===== src/ps2_pkg.sv =====
`default_nettype none

package ps2_pkg;

	// One scan code as carried by a device-to-host frame
	localparam int SCAN_CODE_BITS = 8;

	typedef logic [SCAN_CODE_BITS-1:0] scan_code_t;

	// Data bits between start bit and parity bit
	localparam int FRAME_DATA_BITS = 8;

	// Both lines are pulled up when the bus is at rest
	localparam logic LINE_IDLE = 1'b1;

	// Frame layout, for reference
	//   bit 0      start, always low
	//   bits 1..8  data, LSB first
	//   bit 9      odd parity over the data
	//   bit 10     stop, always high
	// Device changes data while the PS/2 clock is high
	// Host samples on the falling PS/2 clock edge

endpackage

`default_nettype wire


===== src/keypad_pkg.sv =====
`default_nettype none

package keypad_pkg;

	import ps2_pkg::*;

	// Seven segment lines, active low, bit 0 is segment a
	localparam int SEG_BITS = 7;

	typedef logic [SEG_BITS-1:0] seg_t;

	// Direction number handed to the motion controller
	typedef logic [7:0] direction_t;

	localparam direction_t DIR_NONE    = 8'd0;
	localparam direction_t DIR_FORWARD = 8'd1;
	localparam direction_t DIR_LEFT    = 8'd2;
	localparam direction_t DIR_RIGHT   = 8'd3;

	// Set 2 make codes of the direction keys
	localparam scan_code_t KEY_FORWARD = 8'h2B;
	localparam scan_code_t KEY_LEFT    = 8'h4B;
	localparam scan_code_t KEY_RIGHT   = 8'h2D;

	// Segment pattern of one hex nibble
	function automatic seg_t hex_to_seg(input logic [3:0] nibble);
		seg_t seg;
		case (nibble)
			4'h0: seg = 7'b1000000;
			4'h1: seg = 7'b1111001;
			4'h2: seg = 7'b0100100;
			4'h3: seg = 7'b0110000;
			4'h4: seg = 7'b0011001;
			4'h5: seg = 7'b0010010;
			4'h6: seg = 7'b0000010;
			4'h7: seg = 7'b1111000;
			4'h8: seg = 7'b0000000;
			4'h9: seg = 7'b0010000;
			4'hA: seg = 7'b0001000;
			4'hB: seg = 7'b0000011;
			4'hC: seg = 7'b1000110;
			4'hD: seg = 7'b0100001;
			4'hE: seg = 7'b0000110;
			default: seg = 7'b0001110;
		endcase
		return seg;
	endfunction

	// Direction keys map to 1..3, every other code to none
	function automatic direction_t code_to_direction(input scan_code_t code);
		direction_t dir;
		case (code)
			KEY_FORWARD: dir = DIR_FORWARD;
			KEY_LEFT:    dir = DIR_LEFT;
			KEY_RIGHT:   dir = DIR_RIGHT;
			default:     dir = DIR_NONE;
		endcase
		return dir;
	endfunction

endpackage

`default_nettype wire


===== src/ps2_receiver.sv =====
`default_nettype none

module ps2_receiver
	import ps2_pkg::*;
(
	input  wire logic       clk,
	input  wire logic       reset,
	input  wire logic       ps2_clk,
	input  wire logic       ps2_data,
	input  wire logic       rx_ready,
	output logic            rx_valid,
	output scan_code_t      rx_code,
	output logic            rx_drop
);

	localparam int BIT_COUNT_BITS = $clog2(FRAME_DATA_BITS);
	localparam logic [BIT_COUNT_BITS-1:0] LAST_BIT = BIT_COUNT_BITS'(FRAME_DATA_BITS - 1);

	typedef enum logic [1:0] {
		ST_IDLE,
		ST_DATA,
		ST_PARITY,
		ST_STOP
	} state_t;

	state_t state;
	state_t next_state;

	// Two-flop synchronizers plus previous clock level
	logic ps2_clk_meta;
	logic ps2_clk_sync;
	logic ps2_clk_prev;
	logic ps2_data_meta;
	logic ps2_data_sync;
	logic clk_fall;

	logic [BIT_COUNT_BITS-1:0] bit_count;
	scan_code_t shift_reg;
	logic parity_ok;
	logic frame_good;
	logic out_free;

	// Lines idle high, so reset to the idle level
	// Avoids a false edge right after reset
	always_ff @(posedge clk)
	begin
		if (reset)
		begin
			ps2_clk_meta  <= LINE_IDLE;
			ps2_clk_sync  <= LINE_IDLE;
			ps2_clk_prev  <= LINE_IDLE;
			ps2_data_meta <= LINE_IDLE;
			ps2_data_sync <= LINE_IDLE;
		end
		else
		begin
			ps2_clk_meta  <= ps2_clk;
			ps2_clk_sync  <= ps2_clk_meta;
			ps2_clk_prev  <= ps2_clk_sync;
			ps2_data_meta <= ps2_data;
			ps2_data_sync <= ps2_data_meta;
		end
	end

	// Falling PS/2 clock, data is stable here
	assign clk_fall = ps2_clk_prev & ~ps2_clk_sync;

	// Receive FSM
	always_ff @(posedge clk)
	begin
		if (reset)
			state <= ST_IDLE;
		else
			state <= next_state;
	end

	always_comb
	begin
		next_state = state;
		case (state)
			// Start bit must be low, otherwise stay idle
			ST_IDLE:
				if (clk_fall && (ps2_data_sync == 1'b0))
					next_state = ST_DATA;
			ST_DATA:
				if (clk_fall && (bit_count == LAST_BIT))
					next_state = ST_PARITY;
			ST_PARITY:
				if (clk_fall)
					next_state = ST_STOP;
			ST_STOP:
				if (clk_fall)
					next_state = ST_IDLE;
			default:
				next_state = ST_IDLE;
		endcase
	end

	// Data bit index, cleared outside the data phase
	always_ff @(posedge clk)
	begin
		if (reset)
			bit_count <= '0;
		else if ((state == ST_DATA) && clk_fall)
			bit_count <= bit_count + 1'b1;
		else if (state != ST_DATA)
			bit_count <= '0;
	end

	// LSB arrives first, shift in from the top
	always_ff @(posedge clk)
	begin
		if ((state == ST_DATA) && clk_fall)
			shift_reg <= {ps2_data_sync, shift_reg[SCAN_CODE_BITS-1:1]};
	end

	// Odd parity, data plus parity bit hold an odd number of ones
	always_ff @(posedge clk)
	begin
		if ((state == ST_PARITY) && clk_fall)
			parity_ok <= ^{shift_reg, ps2_data_sync};
	end

	// Stop bit high and parity good
	assign frame_good = (state == ST_STOP) && clk_fall && ps2_data_sync && parity_ok;

	// Output register is free when empty or handing off this cycle
	assign out_free = !rx_valid || rx_ready;

	always_ff @(posedge clk)
	begin
		if (reset)
		begin
			rx_valid <= 1'b0;
			rx_drop  <= 1'b0;
		end
		else
		begin
			rx_drop <= 1'b0;
			if (rx_valid && rx_ready)
				rx_valid <= 1'b0;
			// Line cannot stall, so a blocked code is lost
			if (frame_good)
			begin
				if (out_free)
					rx_valid <= 1'b1;
				else
					rx_drop <= 1'b1;
			end
		end
	end

	// Code held steady until the FIFO takes it
	always_ff @(posedge clk)
	begin
		if (frame_good && out_free)
			rx_code <= shift_reg;
	end

endmodule

`default_nettype wire


===== src/code_fifo.sv =====
`default_nettype none

module code_fifo
	import ps2_pkg::*;
#(
	parameter int FIFO_DEPTH = 4
)
(
	input  wire logic        clk,
	input  wire logic        reset,
	input  wire logic        in_valid,
	input  wire scan_code_t  in_code,
	input  wire logic        in_drop,
	input  wire logic        out_ready,
	output logic             in_ready,
	output logic             out_valid,
	output scan_code_t       out_code,
	output logic             overflow
);

	// Depth is a power of two, pointers wrap on their own
	localparam int ADDR_BITS = $clog2(FIFO_DEPTH);
	localparam logic [ADDR_BITS:0] FULL_COUNT = (ADDR_BITS + 1)'(FIFO_DEPTH);

	scan_code_t mem [FIFO_DEPTH];

	logic [ADDR_BITS-1:0] wr_ptr;
	logic [ADDR_BITS-1:0] rd_ptr;
	logic [ADDR_BITS:0] count;
	logic wr_en;
	logic rd_en;

	assign in_ready  = (count != FULL_COUNT);
	assign out_valid = (count != '0);

	// Oldest entry, shown ahead of the read
	assign out_code = mem[rd_ptr];

	assign wr_en = in_valid && in_ready;
	assign rd_en = out_valid && out_ready;

	always_ff @(posedge clk)
	begin
		if (wr_en)
			mem[wr_ptr] <= in_code;
	end

	always_ff @(posedge clk)
	begin
		if (reset)
		begin
			wr_ptr <= '0;
			rd_ptr <= '0;
			count  <= '0;
		end
		else
		begin
			if (wr_en)
				wr_ptr <= wr_ptr + 1'b1;
			if (rd_en)
				rd_ptr <= rd_ptr + 1'b1;
			// Simultaneous write and read leaves the count alone
			case ({wr_en, rd_en})
				2'b10: count <= count + 1'b1;
				2'b01: count <= count - 1'b1;
				default: count <= count;
			endcase
		end
	end

	// Sticky, any lost code since reset
	always_ff @(posedge clk)
	begin
		if (reset)
			overflow <= 1'b0;
		else if (in_drop)
			overflow <= 1'b1;
	end

endmodule

`default_nettype wire


===== src/key_decoder.sv =====
`default_nettype none

module key_decoder
	import ps2_pkg::*;
	import keypad_pkg::*;
(
	input  wire logic        clk,
	input  wire logic        reset,
	input  wire logic        in_valid,
	input  wire scan_code_t  in_code,
	input  wire logic        hold,
	output logic             in_ready,
	output scan_code_t       last_code,
	output seg_t             hex_lo,
	output seg_t             hex_hi,
	output direction_t       direction
);

	logic take;
	seg_t next_lo;
	seg_t next_hi;
	direction_t next_direction;

	// Downstream busy while hold is high
	assign in_ready = ~hold;

	assign take = in_valid && in_ready;

	// Display and direction of the incoming code
	assign next_lo = hex_to_seg(in_code[3:0]);
	assign next_hi = hex_to_seg(in_code[7:4]);

	// F0 and E0 prefixes map to none like any other code
	assign next_direction = code_to_direction(in_code);

	// Last accepted code
	always_ff @(posedge clk)
	begin
		if (reset)
			last_code <= '0;
		else if (take)
			last_code <= in_code;
	end

	// Two digits, low nibble on the right
	// Show 00 out of reset
	always_ff @(posedge clk)
	begin
		if (reset)
		begin
			hex_lo <= hex_to_seg(4'h0);
			hex_hi <= hex_to_seg(4'h0);
		end
		else if (take)
		begin
			hex_lo <= next_lo;
			hex_hi <= next_hi;
		end
	end

	// Command for the motion side
	always_ff @(posedge clk)
	begin
		if (reset)
			direction <= DIR_NONE;
		else if (take)
			direction <= next_direction;
	end

endmodule

`default_nettype wire


===== src/ps2_keypad.sv =====
`default_nettype none

module ps2_keypad
	import ps2_pkg::*;
	import keypad_pkg::*;
#(
	parameter int FIFO_DEPTH = 4
)
(
	input  wire logic   clk,
	input  wire logic   reset,
	input  wire logic   ps2_clk,
	input  wire logic   ps2_data,
	input  wire logic   hold,
	output scan_code_t  last_code,
	output seg_t        hex_lo,
	output seg_t        hex_hi,
	output direction_t  direction,
	output logic        overflow
);

	// Receiver to FIFO
	logic rx_valid;
	logic rx_ready;
	logic rx_drop;
	scan_code_t rx_code;

	// FIFO to decoder
	logic fifo_valid;
	logic fifo_ready;
	scan_code_t fifo_code;

	// Frames in from the keyboard
	ps2_receiver ps2_receiver_inst (
		.clk      (clk),
		.reset    (reset),
		.ps2_clk  (ps2_clk),
		.ps2_data (ps2_data),
		.rx_ready (rx_ready),
		.rx_valid (rx_valid),
		.rx_code  (rx_code),
		.rx_drop  (rx_drop)
	);

	// Buffers codes while the decoder is held
	code_fifo #(
		.FIFO_DEPTH (FIFO_DEPTH)
	) code_fifo_inst (
		.clk       (clk),
		.reset     (reset),
		.in_valid  (rx_valid),
		.in_code   (rx_code),
		.in_drop   (rx_drop),
		.out_ready (fifo_ready),
		.in_ready  (rx_ready),
		.out_valid (fifo_valid),
		.out_code  (fifo_code),
		.overflow  (overflow)
	);

	// Display and direction
	key_decoder key_decoder_inst (
		.clk       (clk),
		.reset     (reset),
		.in_valid  (fifo_valid),
		.in_code   (fifo_code),
		.hold      (hold),
		.in_ready  (fifo_ready),
		.last_code (last_code),
		.hex_lo    (hex_lo),
		.hex_hi    (hex_hi),
		.direction (direction)
	);

endmodule

`default_nettype wire


===== config.mk =====
export PLATFORM = sky130hd
export DESIGN_NAME = ps2_keypad
export DESIGN_NICKNAME = d
export VERILOG_FILES = /design/src/ps2_pkg.sv /design/src/keypad_pkg.sv /design/src/ps2_receiver.sv /design/src/code_fifo.sv /design/src/key_decoder.sv /design/src/ps2_keypad.sv
export SDC_FILE = /design/constraint.sdc
export NUM_CORES = 1
export LEC_CHECK = 0
export ABC_AREA = 1
export BUFFER_PORTS_ARGS = -buffer_cell sky130_fd_sc_hd__buf_4
export CAP_MARGIN = 10
export CORE_UTILIZATION = 63
export CTS_BUF_LIST = sky130_fd_sc_hd__clkbuf_16
export DETAILED_ROUTE_END_ITERATION = 10
export GPL_ROUTABILITY_DRIVEN = 0
export PLACE_DENSITY = 0.94
export SLEW_MARGIN = 20
export SYNTH_ARGS = -nofsm -noshare
export SYNTH_HDL_FRONTEND = slang
export SYNTH_HIERARCHICAL = 1
export SYNTH_SLANG_ARGS = --single-unit

===== constraint.sdc =====
create_clock -name clk -period 4.6 [get_ports clk]
set_input_delay 0.23 -clock clk [delete_from_list [all_inputs] [get_ports clk]]
set_output_delay 0.23 -clock clk [all_outputs]
set_load 0.05 [all_outputs]

[Word-level counts from Yosys, hierarchy flattened]
Memory sizes are Yosys's and may differ from the RTL's. A register that Yosys moved wholly into a read port is not among the register bits.
Index checks and enable logic that the tools add are counted.
Storage, ports and cells
  memories: 3
  bits in registers: 53
  bits in writable memories: 32
  bits in read-only memories: 224
  output and inout port bits: 31
  latch bits: 0
Memory list
  (no name shown): depth 16, width 7, rd ports 1, clocked after Yosys merged registers in 1, write ports 0, RTL line keypad_pkg.sv:28  | case (nibble)
  (no name shown): depth 16, width 7, rd ports 1, clocked after Yosys merged registers in 1, write ports 0, RTL line keypad_pkg.sv:28
  code_fifo_inst.mem: depth 4, width 8, rd ports 1, clocked after Yosys merged registers in 1, write ports 1, RTL line code_fifo.sv:25  | scan_code_t mem [FIFO_DEPTH];
Cells by class
  equal/unequal tests: 15
  add/subtract/negate cells: 5
  div/mod/pow operators: 0
  magnitude comparators: 0
  bitwise gates (word level): 5
  multiply operators: 0
  reductions and logical operators: 19
  mux-type cells: 17
  shifts and indexed selects: 0
Operators by type and width (number)
  $eq A8 B6 Y1 const B: 2
  $mux W2: 6
  $logic_and A1 B1 Y1: 10
  $ne A2 B1 Y1 const B: 5
  $reduce_xor A9 Y1: 1
  $eq A8 B7 Y1 const B: 1
  $pmux W2 S4: 1
  $add A3 B1 Y3 const B: 2
  $eq A2 B2 Y1 const B: 3
  $mux W1: 6
  $mux W3: 2
  $pmux W2 S3: 1
  $pmux W3 S2: 1
  $add A2 B1 Y2 const B: 2
  $eq A2 B1 Y1 const B: 2
  $not A1 Y1: 4
  $reduce_and A4 Y1: 1
  $reduce_bool A2 Y1: 2
  $eq A3 B3 Y1 const B: 1
  $ne A3 B3 Y1 const B: 1
  $reduce_bool A3 Y1: 1
  $sub A3 B1 Y3 const B: 1
  $logic_not A2 Y1: 1
  $reduce_or A2 Y1: 1
  other kinds (3): 3

[Depth between registers and ports, before layout]
Gate-level depths: netlist (run 1).
  depth in word-level cells: 7
  mapped depth: 13

[By module]
The synthesis (run 1) kept the hierarchy.
By module, submodules not included
  code_fifo: instances 1, cells an instance 147, area an instance 1720.4 um^2
  key_decoder: instances 1, cells an instance 200, area an instance 1402.6 um^2
  ps2_receiver: instances 1, cells an instance 133, area an instance 1258.7 um^2

[Worst setup path before layout (run 1)]
OpenSTA, ideal clock, no wires.
  kind: register to register
  start: reg (tool-made name)
  end: reg key_decoder_inst.hex_lo[3]
  cell stages (with the launch flop): 14
  buffers on the path: 1
  arrival time: 1708 ps
  clock period less this slack: 1818 ps
  setup slack: 2782 ps
  data required time: 4491 ps
  library setup time: 109 ps
  cell sequence: dfxtp_1 inv_2 buf_6 nor2_1 o22ai_1 inv_1 ha_1 inv_1 nand2_1 nand2_1 nand2_1 nand3_1 nand2_1 inv_1
RTL lines
  end, declared: RTL line key_decoder.sv:14  | output seg_t hex_lo,

==> results of run 1 <==
## per-stage QoR
step                power, mW  hold slack [ps]  instances  utilization, %  setup slack [ps]
floorplan                1.30              299        485               -              2780
global placement         1.36              391        578            68.0              2410
detailed placement       1.37              393        578            68.0              2210
CTS                      2.19             61.4        594            72.9              2190
global route             2.27             66.7        594            72.9              1870
finish                   2.17             73.6        594            72.9              2130
## routing by layer
metal,track usage [%],vias up
li1,-,1617
met1,27.0,1514
met2,44.8,104
met3,3.89,18
met4,15.5,0
met5,0,-
## worst max-delay path: cells and delay by family (launching register included)
family / cells / cell delay, ps
flip-flops: 1 / 460
AND/OR/NAND/NOR: 7 / 570
buffers and inverters: 2 / 600
AO/OA/AOI/OAI: 1 / 730
## how the worst max path moves through the flow
stage,startpoint,end,slack (ps)
6_report,flip-flop,key_decoder_inst/hex_hi[3],2130
5_1_grt,flip-flop,key_decoder_inst/hex_hi[3],1870
3_3_place_gp,flip-flop,key_decoder_inst/hex_hi[3],2410
2_1_floorplan,flip-flop,key_decoder_inst/hex_lo[3],2780
3_5_place_dp,flip-flop,key_decoder_inst/hex_hi[3],2210
4_1_cts,flip-flop,key_decoder_inst/hex_hi[3],2190
## power by group through the flow
stage	clock network [mW]	registers [mW]	logic (mW)
finish	0.812	0.956	0.403
global route	0.867	0.961	0.445
CTS	0.830	0.956	0.402
detailed placement	0	0.975	0.397
global placement	0	0.971	0.384
floorplan	0	1.05	0.243
## cells in the mapped netlist, drive strengths merged
| library cell | n | area share, % |
|---|---|---|
| nor3 | 1 | 0.11 |
| nand3 | 29 | 3.5 |
| inv | 62 | 5.4 |
| dfxtp | 46 | 21 |
| edfxtp | 49 | 34 |
| o211ai | 2 | 0.34 |
| a21oi | 26 | 3.0 |
| xnor2 | 1 | 0.20 |
| ha | 22 | 6.3 |
| conb | 1 | 0.086 |
| nand4 | 1 | 0.14 |
| clkbuf | 1 | 0.086 |
| buf | 15 | 2.8 |
| fa | 1 | 0.46 |
| nand2 | 108 | 9.9 |
| o21ai | 39 | 4.6 |
| or2 | 4 | 0.57 |
| o22ai | 8 | 1.1 |
| nor2 | 59 | 6.1 |
| a31oi | 5 | 0.71 |
## area by class of cell
cell class / count / area share, %
sequential: 95 / 48.6
timing repair buffer: 29 / 4.42
clock buffer: 10 / 5.08
tap: 80 / 2.03
multi-input combinational: 312 / 33.4
clock inverter: 6 / 1.70
inverter: 62 / 4.78
## placed cells by master (no fill, tap or decap), types with 6 or more instances in the layout
master / n
nand2_1: 99
o21ai_0: 32
inv_1: 54
nand3_1: 27
dfxtp_1: 46
a21oi_1: 26
clkbuf_16: 10
buf_4: 29
nand2_2: 8
ha_1: 22
edfxtp_1: 49
inv_2: 9
o22ai_1: 8
nor2_2: 6
nor2_1: 49
conb_1: 6
## kinds of logic after synthesis
| kind of cell | Yosys count | share of synthesized area (%) |
|---|---|---|
| other cells | 1 | 0.0856 |
| compound gates | 80 | 9.79 |
| xor+xnor | 1 | 0.200 |
| fa+ha+maj | 23 | 6.74 |
| simple gates | 202 | 20.3 |
| buf+inv | 78 | 8.25 |
| flops | 95 | 54.6 |
==> results.py, run 1 <==
metrics = {
    "detailed_routing": {
        "firstDrtPassIters": 5,
        "drtIter0Drc": 286,
        "drt-met1-wl_um": 3310,
        "met2_length_um": 4210,
        "wl_um": 8020,
        "wl_per_cell_um": 13.5,
        "met3WireLength_um": 326,
        "vias": 3253,
        "via_per_inst": 5.48,
        "drc_errors": 0,
        "dr.max_layer_used": "met4",
        "detail-route-antenna-nets": 0,
    },
    "setup_path": {
        "cp_cell_sequence": "inv_2 > nor2_1 > o22ai_1 > inv_1 > nand2_1 > nand2_1 > nand2_1 > nand2_1 > nor2_1 > nor2_1",
        "criticalPathCategory": "reg -> reg",
        "crit_fanout": 17,
        "cp.required_ps": 4820,
        "startpoint_type": "flip-flop",
        "r2r_end": "key_decoder_inst/hex_hi[3]",
        "crit_arrival_ps": 2690,
        "crit_top_cell": "nand2_1",
        "worstSetupEndpointType": "flip-flop",
        "cp_slowest_stage_delay_ps": 730,
        "reg2regPathDepth": 10,
        "critPathSlowestCell": "o22ai_1",
        "reg2reg_slack_ps": 2130,
    },
    "synth": {
        "synth_area_per_cell_um2": 9.13,
        "synth_warnings": 6,
        "syn_inst": 480,
        "syn_area_mm2": 0.00438,
        "synth.yosys.seq_area_share_pct": 54.6,
        "synth_cell_type_count": 32,
        "ys_ff_latch": 95,
    },
    "timing": {
        "fin_tns_setup_ps": 0,
        "setup_viol": 0,
        "max_freq_mhz": 405,
        "clock_skew_ps": 6.56,
        "slew_headroom_pct": 38.3,
        "min_period_ps": 2470,
        "timing.final.crit_share_pct": 53.7,
        "maxSlewViolCount": 0,
        "finalHoldViolCount": 0,
        "tightest_slew_ps": 925,
        "rsz0062_at_grt": "false",
    },
    "worst_hold_path": {
        "min_to": "ps2_receiver_inst/ps2_data_meta",
        "min-delay-path-class": "in -> reg",
        "hold_start": "ps2_data",
        "whs_path_depth": 2,
    },
    "clock_tree": {
        "holdBufCountCts": 0,
        "clk-insertion-delay-late_ps": 340,
        "cts_made_buffers": 9,
        "numClockSinks": 95,
        "clkTransAtPathRegs_ps": 70,
        "htreeDepth": 3,
        "cts_resized": 0,
        "clk_root_buffer_cell": "clkbuf_16",
        "clk_path_buf_depth": 2,
        "post-cts-setup-buffers": 0,
        "cts_tree": "yes",
    },
    "global_route": {
        "grt-ovfl-total": 0,
        "grt_pass1_wl_um": 13800,
        "grt_pass1_vias": 3175,
        "antenna_found_initial": 0,
        "grtUsageTotal_pct": 24.7,
        "grt_max_degree": 28,
    },
    "pwr": {
        "internal_power_mw": 1.55,
        "p_switching_mw": 0.621,
        "pwr-share-clk_pct": 37.4,
        "ir_worst_vdd_v": 0.000253,
        "switching_share_pct": 28.6,
        "seq_power_share_pct": 44.0,
        "pwr-share-comb_pct": 18.6,
        "power.density_mw_per_mm2": 441,
        "p_leak_nw": 2.12,
    },
    "run": {
        "cap_violations": 0,
    },
    "cells_and_area": {
        "diodes": 0,
        "fillCellCount": 476,
        "top_register": "code_fifo_inst/mem",
        "largest_reg_flops": 32,
        "regArea_mm2": 0.00239,
        "nets": 537,
        "area_growth_pct": 12.4,
        "multi_input_comb_area_mm2": 0.00165,
        "final_area_mm2": 0.00493,
        "drive_above_1_share_pct": 15.6,
    },
    "die": {
        "start_util_pct": 64.9,
        "die_h_um": 85.4,
        "fp-row-count": 30,
        "boundaryPins": 36,
        "die_w_um": 85.4,
        "core_area_mm2": 0.00676,
        "dieArea_mm2": 0.00729,
    },
    "placement": {
        "placed_area_mm2": 0.00459,
        "numPortBuffers": 29,
        "dp_hpwl_um": 5490,
    },
    "status": {
        "status": "complete, no violations",
    },
}
Power figures use the tool's default switching activity.
==> run 2: changes to the inputs <==
--- a/config.mk
+++ b/config.mk
@@ -5,14 +5,14 @@
 export SDC_FILE = /design/constraint.sdc
 export NUM_CORES = 1
 export LEC_CHECK = 0
-export ABC_AREA = 1
+export ABC_AREA = 0
 export BUFFER_PORTS_ARGS = -buffer_cell sky130_fd_sc_hd__buf_4
 export CAP_MARGIN = 10
-export CORE_UTILIZATION = 63
+export CORE_UTILIZATION = 59
 export CTS_BUF_LIST = sky130_fd_sc_hd__clkbuf_16
 export DETAILED_ROUTE_END_ITERATION = 10
 export GPL_ROUTABILITY_DRIVEN = 0
-export PLACE_DENSITY = 0.94
+export PLACE_DENSITY = 0.9
 export SLEW_MARGIN = 20
 export SYNTH_ARGS = -nofsm -noshare
 export SYNTH_HDL_FRONTEND = slang
==> constraint.sdc (replaced) <==
create_clock -name clk -period 2.3 [get_ports clk]
set_input_delay 0.115 -clock clk [delete_from_list [all_inputs] [get_ports clk]]
set_output_delay 0.115 -clock clk [all_outputs]
set_load 0.05 [all_outputs]
==> run 2 against run 1 <==
  * Design area decreased by 1.8%
  * Sequential share of layout area increased by 0.92 points
  * Clock-buffer cell count unchanged
  * Register-to-register slack got worse by 2000 ps
  * Cell count decreased by 19%
  * Clock skew decreased by 1.3 ps
  * Critical path depth decreased by 5
  * Sequential power increased by 87%
  * Flip-flop and latch count unchanged
  * Via count decreased by 21%
  * Global-route usage decreased by 5.3 points
  * Synthesized cell count decreased by 28%
  * Critical path type unchanged
  * Critical endpoint is now key_decoder_inst/hex_lo[3]
  * Largest power group unchanged
==> results.py, run 2 <==
metrics = {
    "setup_path": {
        "criticalPathCategory": "reg -> reg",
        "startpoint_type": "flip-flop",
        "crit_fanout": 7,
        "worstSetupEndpointType": "flip-flop",
        "crit_arrival_ps": 2460,
        "cp.required_ps": 2550,
    },
    "synth": {
        "syn_area_mm2": 0.00421,
        "syn_inst": 345,
        "synthFlopType": "edfxtp_1",
        "synth.yosys.seq_area_share_pct": 56.9,
        "yosys-top-cells-count": "edfxtp_1 (49), dfxtp_1 (46), nor2_1 (33)",
        "synth_top_area_cell": "edfxtp_1",
        "ys_ff_latch": 95,
        "synth_area_per_cell_um2": 12.2,
        "synth_top_area_share_pct": 35.0,
        "synth_warnings": 6,
        "synth_edf_count": 49,
        "yosysMostFrequentCell": "edfxtp_1",
        "synth.area.top_cells": "edfxtp_1 (35%), dfxtp_1 (22%), ha_1 (6.5%)",
        "async_flop_share_pct": 0,
        "synth_cell_type_count": 49,
    },
    "pwr": {
        "finalPower_mw": 3.45,
        "switching_share_pct": 20.4,
        "pwr-share-clk_pct": 44.0,
        "internal_power_mw": 2.74,
        "seq_power_share_pct": 52.0,
        "p_leak_nw": 1.76,
        "power.density_mw_per_mm2": 713,
        "ir_worst_vdd_v": 0.000444,
        "pwr-share-comb_pct": 4.0,
        "p_switching_mw": 0.704,
    },
    "clock_tree": {
        "numClockSinks": 95,
        "htreeDepth": 3,
        "clkTransAtPathRegs_ps": 60,
        "cts_tree": "yes",
        "clk_path_buf_depth": 2,
        "clk_root_buffer_cell": "clkbuf_16",
        "clk-insertion-delay-late_ps": 330,
        "cts_made_buffers": 9,
    },
    "status": {
        "status": "complete, no violations",
    },
    "worst_hold_path": {
        "min-delay-path-class": "in -> reg",
    },
    "timing": {
        "tightest_slew_ps": 607,
        "maxSlewViolCount": 0,
        "max_freq_mhz": 453,
        "clock_skew_ps": 5.21,
        "setup_viol": 0,
        "fin_ws_ps": 92.8,
        "whs_ps": 206,
        "finalHoldViolCount": 0,
        "min_period_ps": 2210,
        "timing.final.crit_share_pct": 96.0,
        "fin_tns_setup_ps": 0,
        "rsz0062_at_grt": "false",
        "slew_headroom_pct": 59.5,
    },
    "die": {
        "die_h_um": 86.4,
        "dieArea_mm2": 0.00747,
        "start_util_pct": 61.6,
        "die_w_um": 86.4,
        "boundaryPins": 36,
        "core_area_mm2": 0.00683,
        "fp-row-count": 30,
    },
    "run": {
        "cap_violations": 0,
    },
    "detailed_routing": {
        "vias": 2561,
        "via_per_inst": 5.35,
        "wl_per_cell_um": 14.2,
        "drc_errors": 0,
        "firstDrtPassIters": 5,
        "drtIter0Drc": 140,
        "wl_um": 6800,
        "detail-route-antenna-nets": 0,
    },
    "cells_and_area": {
        "regArea_mm2": 0.00239,
        "nets": 406,
        "largest_reg_flops": 32,
        "final_common_cell": "edfxtp_1",
        "final_core_util_pct": 70.8,
        "fin_cells": 479,
        "area_growth_pct": 15.0,
        "top_register": "code_fifo_inst/mem",
        "multi_input_comb_area_mm2": 0.00162,
        "fillCellCount": 487,
        "diodes": 0,
        "final_cell_mix": "edfxtp_1 (49), dfxtp_1 (45), buf_4 (39)",
        "drive_above_1_share_pct": 23.0,
        "final_area_mm2": 0.00484,
    },
    "placement": {
        "numPortBuffers": 29,
        "dp_hpwl_um": 4510,
        "place_inst": 456,
        "place_ws_ps": 39.3,
        "placed_area_mm2": 0.00445,
    },
    "global_route": {
        "grt_pass1_wl_um": 10900,
        "grt_pass1_vias": 2457,
        "grtUsageTotal_pct": 19.4,
        "grt-ovfl-total": 0,
        "antenna_found_initial": 0,
        "grt_max_degree": 48,
    },
}
run 2: final cells by class:
| cell class | count | share of cell area (%) |
|---|---|---|
| clock buffers | 10 | 5.17 |
| clock inverters | 6 | 1.32 |
| flip-flops and latches | 95 | 49.5 |
| repair buffers | 42 | 6.70 |
| well taps | 96 | 2.48 |
| inverters | 18 | 1.40 |
| multi-input cells | 212 | 33.4 |
run 2: what timing repair did:
action | 4_1_cts | 5_1_grt
endpoints found under the hold margin | 2 | 0
endpoints found under the setup margin | 0 | 6
gates resized for setup | 0 | 4
hold buffers | 2 | 0
buffers inserted | 0 | 5
run 2: kinds of logic after synthesis:
family	synth area share [%]
flip-flops	56.9
XOR/XNOR	2.89
multiplexers	8.18
adder cells (fa/ha/maj)	7.02
other	0.0892
AND/OR/NAND/NOR	12.0
buffers and inverters	5.33
AO/OA/AOI/OAI	7.62
run 2: per-layer routing:
layer	part of all wire, %	global-route usage (%)
met5	0	0
met4	1.7	10.2
met3	3.2	3.81
met2	54	35.3
met1	42	21.5
run 2: worst paths after layout:
| check | startpoint | endpoint | slack [ps] | depth (start not counted) |
|---|---|---|---|---|
| min | reset | code_fifo_inst/count[0] | 210 | 2 |
| max | flip-flop | key_decoder_inst/hex_lo[3] | 90 | 5 |
| min reg2reg | ps2_receiver_inst/ps2_data_meta | ps2_receiver_inst/ps2_data_sync | 410 | 1 |
| max reg2reg | flip-flop | key_decoder_inst/hex_lo[3] | 90 | 5 |
run 2: critical path: stages, from the launching register on:
cell and delay, ps:
dfxtp_2 370, mux4_2 590, inv_1 180, ha_1 270, mux4_2 480, a211oi_2 240
run 2: power by group through the flow:
| stage | clock network, mW | logic, mW | registers [mW] |
|---|---|---|---|
| floorplan | 0 | 0.121 | 1.83 |
| global placement | 0 | 0.130 | 1.83 |
| detailed placement | 0 | 0.135 | 1.83 |
| CTS | 1.56 | 0.138 | 1.79 |
| global route | 1.62 | 0.157 | 1.79 |
| finish | 1.52 | 0.139 | 1.79 |
